===== config.mk =====
export PLATFORM = sky130hd
export DESIGN_NAME = router_node
export DESIGN_NICKNAME = d
export VERILOG_FILES = /design/src/source/hyperx_pkg.sv /design/src/source/router_node.sv /design/src/source/update_fifo.sv
export SDC_FILE = /design/constraint.sdc
export NUM_CORES = 2
export LEC_CHECK = 0
export BUFFER_PORTS_ARGS = -buffer_cell sky130_fd_sc_hd__buf_2
export CORE_UTILIZATION = 30
export CTS_CLUSTER_DIAMETER = 60
export DETAILED_ROUTE_END_ITERATION = 12
export GPL_TIMING_DRIVEN = 0
export PLACE_DENSITY = 0.54
export SLEW_MARGIN = 20
export SYNTH_ARGS = -nofsm -noshare
export SYNTH_HDL_FRONTEND = slang
export SYNTH_SLANG_ARGS = --single-unit

===== constraint.sdc =====
create_clock -name clk -period 8.2 [get_ports clk]
set_input_delay 0.82 -clock clk [delete_from_list [all_inputs] [get_ports clk]]
set_output_delay 0.82 -clock clk [all_outputs]
set_load 0.05 [all_outputs]

===== src/source/hyperx_pkg.sv =====
package hyperx_pkg;

    ////////////////////////////////////////////////////////////////////////////
    // Grid geometry
    ////////////////////////////////////////////////////////////////////////////

    // Column (x) sits in the id's low bits, row (y) right above it
    localparam int COL_ID_WIDTH = 2;
    localparam int ROW_ID_WIDTH = 1;

    localparam int COL_NUM  = 1 << COL_ID_WIDTH;
    localparam int ROW_NUM  = 1 << ROW_ID_WIDTH;
    localparam int CORE_NUM = ROW_NUM * COL_NUM;

    ////////////////////////////////////////////////////////////////////////////
    // Update format
    ////////////////////////////////////////////////////////////////////////////

    localparam int V_ID_WIDTH      = 16;
    localparam int V_VALUE_WIDTH   = 32;
    localparam int ITERATION_WIDTH = 8;

    // Buffers in every node
    localparam int FIFO_AWIDTH    = 4;
    localparam int FIFO_PROG_FULL = 12;

    // Cycles the end request must hold with empty buffers
    localparam int WAIT_END_DELAY = 20;

    typedef logic [V_ID_WIDTH-1:0]      v_id_t;
    typedef logic [V_VALUE_WIDTH-1:0]   v_value_t;
    typedef logic [ITERATION_WIDTH-1:0] iteration_t;
    typedef logic [CORE_NUM-1:0]        core_vec_t;

endpackage

===== src/source/router_node.sv =====
`timescale 1ns/1ns

module router_node (
    input  logic                   clk,
    input  logic                   rst,
    input  logic                   in_valid,
    input  hyperx_pkg::v_id_t      in_v_id,
    input  hyperx_pkg::v_value_t   in_v_value,
    input  logic                   in_iteration_end,
    input  hyperx_pkg::iteration_t in_iteration_id,
    input  logic                   core_full,
    input  logic                   ver_pop,
    input  logic                   ver_dl_valid,
    input  hyperx_pkg::v_id_t      ver_dl_v_id,
    input  hyperx_pkg::v_value_t   ver_dl_v_value,
    input  logic                   hor_pop,
    input  logic                   hor_dl_valid,
    input  hyperx_pkg::v_id_t      hor_dl_v_id,
    input  hyperx_pkg::v_value_t   hor_dl_v_value,
    output logic                   stage_full,
    output logic                   in_hd_valid,
    output hyperx_pkg::v_id_t      in_hd_v_id,
    output hyperx_pkg::v_value_t   in_hd_v_value,
    output logic                   ver_full,
    output logic                   ver_hd_valid,
    output hyperx_pkg::v_id_t      ver_hd_v_id,
    output hyperx_pkg::v_value_t   ver_hd_v_value,
    output logic                   hor_full,
    output logic                   out_valid,
    output hyperx_pkg::v_id_t      out_v_id,
    output hyperx_pkg::v_value_t   out_v_value,
    output logic                   iteration_end,
    output hyperx_pkg::iteration_t iteration_id
);
    import hyperx_pkg::*;

    localparam int UPD_W     = V_ID_WIDTH + V_VALUE_WIDTH;
    localparam int END_CNT_W = $clog2(WAIT_END_DELAY + 1);

    logic [UPD_W-1:0]     in_word;
    logic [UPD_W-1:0]     ver_word;
    logic [UPD_W-1:0]     hor_word;
    logic                 in_empty;
    logic                 ver_empty;
    logic                 hor_empty;
    logic                 deliver;
    logic                 end_cond;
    logic [END_CNT_W-1:0] end_cnt;

    ////////////////////////////////////////////////////////////////////////////
    // Buffers: input, after the column hop, after the row hop
    ////////////////////////////////////////////////////////////////////////////

    update_fifo #(.DWIDTH(UPD_W)) u_in_fifo (
        .clk       (clk),
        .rst       (rst),
        .din       ({in_v_id, in_v_value}),
        .wr_en     (in_valid),
        .rd_en     (ver_pop),
        .dout      (in_word),
        .empty     (in_empty),
        .prog_full (stage_full)
    );

    update_fifo #(.DWIDTH(UPD_W)) u_ver_fifo (
        .clk       (clk),
        .rst       (rst),
        .din       ({ver_dl_v_id, ver_dl_v_value}),
        .wr_en     (ver_dl_valid),
        .rd_en     (hor_pop),
        .dout      (ver_word),
        .empty     (ver_empty),
        .prog_full (ver_full)
    );

    update_fifo #(.DWIDTH(UPD_W)) u_hor_fifo (
        .clk       (clk),
        .rst       (rst),
        .din       ({hor_dl_v_id, hor_dl_v_value}),
        .wr_en     (hor_dl_valid),
        .rd_en     (deliver),
        .dout      (hor_word),
        .empty     (hor_empty),
        .prog_full (hor_full)
    );

    assign in_hd_valid = !in_empty;
    assign {in_hd_v_id, in_hd_v_value} = in_word;

    assign ver_hd_valid = !ver_empty;
    assign {ver_hd_v_id, ver_hd_v_value} = ver_word;

    ////////////////////////////////////////////////////////////////////////////
    // Delivery to the owning core
    ////////////////////////////////////////////////////////////////////////////

    assign deliver = !hor_empty && !core_full;

    always_ff @(posedge clk) begin
        if (rst) begin
            out_valid <= 1'b0;
        end else begin
            out_valid <= deliver;
        end
    end

    always_ff @(posedge clk) begin
        if (deliver) begin
            {out_v_id, out_v_value} <= hor_word;
        end
    end

    ////////////////////////////////////////////////////////////////////////////
    // Iteration end
    ////////////////////////////////////////////////////////////////////////////

    assign end_cond = in_iteration_end && in_empty && ver_empty && hor_empty;

    always_ff @(posedge clk) begin
        iteration_id <= in_iteration_id;
    end

    // Count up while quiet, report once the wait has elapsed
    always_ff @(posedge clk) begin
        if (rst) begin
            end_cnt       <= '0;
            iteration_end <= 1'b0;
        end else if (!end_cond) begin
            end_cnt       <= '0;
            iteration_end <= 1'b0;
        end else if (end_cnt == END_CNT_W'(WAIT_END_DELAY)) begin
            iteration_end <= 1'b1;
        end else begin
            end_cnt       <= end_cnt + 1'b1;
            iteration_end <= 1'b0;
        end
    end

endmodule


===== src/source/update_fifo.sv =====
`timescale 1ns/1ns

module update_fifo #(
    parameter int DWIDTH = 48
) (
    input  logic              clk,
    input  logic              rst,
    input  logic [DWIDTH-1:0] din,
    input  logic              wr_en,
    input  logic              rd_en,
    output logic [DWIDTH-1:0] dout,
    output logic              empty,
    output logic              prog_full
);
    import hyperx_pkg::*;

    localparam int DEPTH = 1 << FIFO_AWIDTH;

    logic [DWIDTH-1:0]      mem [DEPTH];
    logic [FIFO_AWIDTH-1:0] wr_ptr;
    logic [FIFO_AWIDTH-1:0] rd_ptr;
    logic [FIFO_AWIDTH:0]   count;
    logic                   full;
    logic                   do_wr;
    logic                   do_rd;

    assign full  = (count == (FIFO_AWIDTH + 1)'(DEPTH));
    assign empty = (count == '0);
    assign prog_full = (count >= (FIFO_AWIDTH + 1)'(FIFO_PROG_FULL));

    assign do_wr = wr_en && !full;
    assign do_rd = rd_en && !empty;

    // Head is always visible, pop just moves the read pointer
    assign dout = mem[rd_ptr];

    always_ff @(posedge clk) begin
        if (do_wr) begin
            mem[wr_ptr] <= din;
        end
    end

    always_ff @(posedge clk) begin
        if (rst) begin
            wr_ptr <= '0;
            rd_ptr <= '0;
            count  <= '0;
        end else begin
            if (do_wr) begin
                wr_ptr <= wr_ptr + 1'b1;
            end
            if (do_rd) begin
                rd_ptr <= rd_ptr + 1'b1;
            end
            case ({do_wr, do_rd})
                2'b10: count <= count + 1'b1;
                2'b01: count <= count - 1'b1;
                default: count <= count;
            endcase
        end
    end

endmodule


# Yosys cells after proc, flatten, opt, wreduce, memory -nomap -nowiden
# Memory sizes are Yosys's and may differ from the RTL's. A register that Yosys moved wholly into a read port is not among the register bits.
# Index checks and enable logic that the tools add are counted.
totals:
  regBits: 54
  mem_bits_rw: 2304
  in_bits: 161
  elab_cells: 81
  memories: 3
mem_list:
  columns: ["name", "depth", "word_bits", "read_ports", "rd_clocked_by_memory_dff", "write_ports", "line_no", "rtl"]
  rows:
  - ["u_hor_fifo.mem", 16, 48, 1, 1, 1, "update_fifo.sv:19", "logic [DWIDTH-1:0] mem [DEPTH];"]
  - ["u_in_fifo.mem", 16, 48, 1, 1, 1, "update_fifo.sv:19", null]
  - ["u_ver_fifo.mem", 16, 48, 1, 1, 1, "update_fifo.sv:19", null]
classes:
  n_addsub: 13
  n_lt_le_gt_ge: 3
  n_eq_ne: 10
  n_mux: 14
  bitwise_logic: 1
  reduce_logical: 24
ops:
  columns: ["op", "count"]
  rows:
  - ["$pmux W5 S2", 3]
  - ["$add A4 B1 Y4 const B", 6]
  - ["$add A5 B1 Y5 const B", 4]
  - ["$eq A5 B5 Y1 const B", 4]
  - ["$mux W4", 4]
  - ["$ge A5 B4 Y1 const B", 3]
  - ["$logic_not A5 Y1", 3]
  - ["$sub A5 B1 Y5 const B", 3]
  - ["$logic_and A1 B1 Y1", 10]
  - ["$logic_not A1 Y1", 7]
  - ["$mux W1", 7]
  - ["$eq A2 B1 Y1 const B", 3]
  - ["$eq A2 B2 Y1 const B", 3]
  - ["$reduce_bool A2 Y1", 3]
  - ["$reduce_or A2 Y1", 1]
  - ["$not A1 Y1", 1]

# Longest topological paths before layout
logic_depth:
  depth_word: 6
  depth_mapped: 13

# By module
# Synthesis repeated with hierarchy kept, for this count alone.
hier_totals:
  cells_unflattened: 3982
  area_unflattened_um2: 90853.4
by_module_without_submodules:
  columns: ["module", "instances", "cells_per_inst", "area_per_inst_um2"]
  rows:
  - ["update_fifo (u_in_fifo ...)", 2, 1298, 29629.7]
  - ["update_fifo (u_hor_fifo)", 1, 1298, 29689.7]
  - ["router_node", 1, 88, 1904.3]

# Least setup slack after synthesis
# No wires, ideal clock.
synth_path:
  path_type: "input-to-reg"
  startpoint: "in core_full"
  endpoint: "reg u_hor_fifo.count[4]"
  setup_ns: 0.121
  arrival_time_ns: 5.205
  t_required_ns: 8.079
  setup_slack_ns: 2.875
  cell_stages: 8
  path_buffers: 0
  path_cell_list: "a21oi_1 ha_1 xor2_1 ha_1 nor2b_1 o32a_1 a31oi_1 mux2_2"
synth_via:
  elab_chain_len: 5
synth_rtl:
  columns: ["item", "line_no", "rtl"]
  rows:
  - ["from (decl)", "router_node.sv:11", "input logic core_full,"]
  - ["$logic_not A1 Y1 *", "router_node.sv:97", "assign deliver = !hor_empty && !core_full;"]
  - ["$logic_and A1 B1 Y1 *", "router_node.sv:97", null]
  - ["$logic_and A1 B1 Y1 *", "update_fifo.sv:32", "assign do_rd = rd_en && !empty;"]
  - ["$eq A2 B1 Y1 or $eq A2 B2 Y1 (tied branches)", "update_fifo.sv:55", "case ({do_wr, do_rd})"]
  - ["$pmux W5 S2 or $reduce_bool A2 Y1 (tied branches)", null, null]
  - ["to (signal assigned)", "update_fifo.sv:56", "2'b10: count <= count + 1'b1;"]
  - ["to (signal assigned)", "update_fifo.sv:57", "2'b01: count <= count - 1'b1;"]
  - ["to (signal assigned)", "update_fifo.sv:58", "default: count <= count;"]
  - ["to (decl)", "update_fifo.sv:22", "logic [FIFO_AWIDTH:0] count;"]
# Every way passes the cells marked *; elsewhere a longest branch is shown, timed or not.
# A chain may end at the register's enable or synchronous reset.

==> key figures <==
Outcome
  – Status: completed

Floorplanning
  – Die ar.: 307000 um2
  – Boundary Pins: 320
  – Cell Rows: 202
  – Die Span X: 554 um
  – Core area: 303000 um2
  – Die height: 554 um
  – Initial core utilization: 0.302

Min path
  – Hold Path Origin: core_full
  – Worst min path class: input port to flip-flop
  – WHS Path Cells: 2

Synthesis
  – Synth Register Bits: 2414
  – Yosys warnings: 0
  – EDFF count, synth: 2352
  – Async set-reset flop share out of synthesis: 0
  – Post-synthesis sequential area ratio: 0.785
  – Post-Syn Nets: 4140
  – Synth Flop Type: edfxtp_1
  – Average cell area after synthesis: 23.2 um2
  – Yosys cell types: 56
  – Post-Syn Instances: 3952
  – Area of the mapped netlist: 91600 um2

Setup path
  – FF-to-FF Start: u_hor_fifo.count[1]
  – Worst Path Max Fanout: 10
  – Critical Path Sink Type: output port
  – Worst EP required: 7.38 ns
  – Crit Path Class: flip-flop to output port
  – Worst setup path endpoint: in_hd_v_value[24]
  – Arrival time at the worst endpoint: 4.08 ns
  – Worst-case reg-to-reg path depth: 11
  – R2r setup slk: 4.67 ns
  – Type of origin of the critical path: flip-flop
  – Worst r2r dst: u_hor_fifo.count[4]

CTS
  – Sinks on Clock Net: 2414
  – Clk pin slew, worst setup/hold paths: 0.06 ns
  – Number of instances resized during post-cts repair: 0
  – Clock buffer count from CTS: 278
  – Max clock buf depth: 4
  – Clock root buffer master: clkbuf_16
  – CTS tree: done
  – H-tree depth: 5
  – Worst skew pair latency: 0.88 ns

Pwr
  – Pwr dens: 296 nW/um2
  – Share of power burned in registers: 0.436
  – Comb power frac: 0.198
  – Sw power: 0.00928 W
  – Power Internal: 0.0235 W
  – Peak VDD IR: 0.000248 V
  – Total power: 0.0328 W
  – Leakage: 34.6 nW
  – Power share of the clock group: 0.366
  – Switching share of power: 0.283

Timing
  – Tmin final: 4.90 ns
  – Worst setup margin: 3.30 ns
  – Period Utilization, post-route: 0.598
  – RSZ-0062 raised after global routing: no
  – Total Neg Setup Slack: 0 ns
  – Final Setup Violations: 0
  – Max Clk Rate: 204 MHz
  – Max Slew Vio Count: 0
  – Hold slack: 0.233 ns
  – Max-slew headroom: 0.270
  – Worst Tran Pin Value: 1.10 ns
  – Hold Vio Cnt, Final: 0
  – Fin Clk Skew: 0.0530 ns

Cells and area
  – Area growth syn-to-layout: 20.9%
  – Fin cells: 8984
  – Layout cells sized above 1: 0.328
  – Final nets: 4951
  – Most frequent cells in the layout: 2352 x edfxtp_1, 571 x mux4_2, 366 x buf_2
  – FILL cells: 27700
  – Most common cell after layout, fill and taps aside: edfxtp_1
  – Area occupied by multi-input gates: 18800 um2
  – FF+latch area: 71900 um2

Placement
  – Placed cell count: 8453
  – DP HPWL: 156000 um
  – Pre-CTS setup slack: 4.17 ns
  – Port Buffers: 319
  – Gpl congestion: 0.722

Global routing
  – Largest net degree at the start of global routing: 22
  – Grt ovf: 0
  – Vias in the first global route: 45600
  – Antenna violations before repair: 75
  – GRT Overall Usage: 0.151
  – First-pass GRT wire length: 334000 um

Routing
  – Met2 WL: 114000 um
  – Overall via count from detail_route: 44000
  – Detailed Routing Iterations Pass 1: 5
  – Max Used Layer: met5
  – Drc violations: 0
  – Post-Route M1 WL: 97200 um
  – WL final: 236000 um
  – Iter 0 DRT Violations: 4052
  – Drt wl/cell: 26.2 um
  – Post-route ant nets: 0
  – Routed wl met3: 16500 um
  – Vias per std cell: 4.90

Run
  – # Max-Cap Violations: 0
flip-flops by register name (all words and copies together), names as in the netlist, 4 cells and up, named ones only:
signal	count
end_cnt	5
iteration_id	8
out_v_id	16
out_v_value	32
u_hor_fifo.count	5
u_hor_fifo.mem	768
u_hor_fifo.rd_ptr	4
u_hor_fifo.wr_ptr	4
u_in_fifo.count	5
u_in_fifo.mem	768
u_in_fifo.rd_ptr	4
u_in_fifo.wr_ptr	4
u_ver_fifo.count	5
u_ver_fifo.mem	768
u_ver_fifo.rd_ptr	4
u_ver_fifo.wr_ptr	4
synthesized netlist by cell type (2+ instances only):
library cell	n	area, um2
a31oi_1	4	25.0
buf_6	22	248
mux4_2	571	12900
ha_1	27	338
nand4b_1	2	17.5
clkbuf_1	109	409
inv_1	24	90.1
and3_1	5	31.3
a21o_1	2	15.0
xnor2_1	11	96.3
nor2b_1	6	37.5
a211o_1	4	35.0
edfxtp_1	2352	70600
o21a_1	2	15.0
nand3_1	6	30.0
nand2_1	73	274
mux4_1	5	131
buf_4	15	113
or3_1	5	31.3
o21ai_1	11	55.1
o211ai_1	7	52.6
nor2_1	86	323
a21oi_1	14	70.1
o211ai_2	3	37.5
nand2b_1	9	56.3
buf_2	46	230
buf_1	12	45.0
dfxtp_1	62	1240
o22ai_1	2	12.5
a221oi_1	96	841
xor2_1	20	175
nor3_1	15	75.1
mux2_2	4	45.0
a22oi_1	50	375
buf_12	6	120
o21ai_0	43	215
mux2i_1	200	2000
or4_1	3	22.5
final cells by class:
| cell class | instances | share of cell area |
|---|---|---|
| timing repair buffer | 531 | 0.0440 |
| sequential | 2414 | 0.649 |
| multi-input combinational | 1303 | 0.170 |
| tap | 3978 | 0.0450 |
| antenna | 24 | 0.000543 |
| clock inverter | 160 | 0.0135 |
| inverter | 24 | 0.000814 |
| buffer | 211 | 0.0107 |
| clock buffer | 339 | 0.0665 |
worst min path at each step:
stage / to / slack [ns]
2_1_floorplan: end_cnt[4] / 0.48
3_3_place_gp: end_cnt[4] / 0.51
3_5_place_dp: end_cnt[4] / 0.51
4_1_cts: out_valid / 0.15
5_1_grt: out_valid / 0.19
6_report: out_valid / 0.23
power by group through the flow:
stage / registers [W] / logic (W) / clock network (W)
3_3_place_gp: 0.0147 / 0.00636 / 0
5_1_grt: 0.0143 / 0.00687 / 0.0127
3_5_place_dp: 0.0145 / 0.00662 / 0
4_1_cts: 0.0143 / 0.00665 / 0.0123
2_1_floorplan: 0.0149 / 0.00405 / 0
6_report: 0.0143 / 0.00650 / 0.0120
critical path: stages, from the launching register on:
cell and delay (ns):
dfxtp_1 0.41, clkbuf_1 0.72, clkbuf_1 0.81, mux4_2 0.43
mux4_2 0.58, buf_2 0.26
per-stage QoR:
| stage | instance area (um2) | util |
|---|---|---|
| 6_report | 111000 | 0.365 |
| 5_1_grt | 111000 | 0.365 |
| 4_1_cts | 111000 | 0.365 |
| 3_5_place_dp | 102000 | 0.335 |
| 3_3_place_gp | 98100 | 0.324 |
| 2_1_floorplan | 91600 | - |
timing repair:
item | in CTS | in global routing
endpoints found under the hold margin | 8 | 0
endpoints found under the setup margin | 0 | 0
hold buffers | 8 | 0
buffers inserted | 0 | 0
cells by family (layout without fill, tap and decap cells):
kind of cell / count (synthesis) / in the layout / share of synthesized area
compound gates: 248 / 248 / 0.0201
other cells: 0 / 24 / 0
simple gates: 217 / 217 / 0.0104
flops: 2414 / 2414 / 0.785
mux: 780 / 780 / 0.164
buf+inv: 235 / 1265 / 0.0139
xor+xnor: 31 / 31 / 0.00296
fa+ha+maj: 27 / 27 / 0.00369
routing by layer:
metal	global-route usage	vias up
li1	-	18600
met5	0	-
met2	0.248	1325
met1	0.194	23700
met4	0.0495	52
met3	0.0378	416
Power figures use the tool's default switching activity.
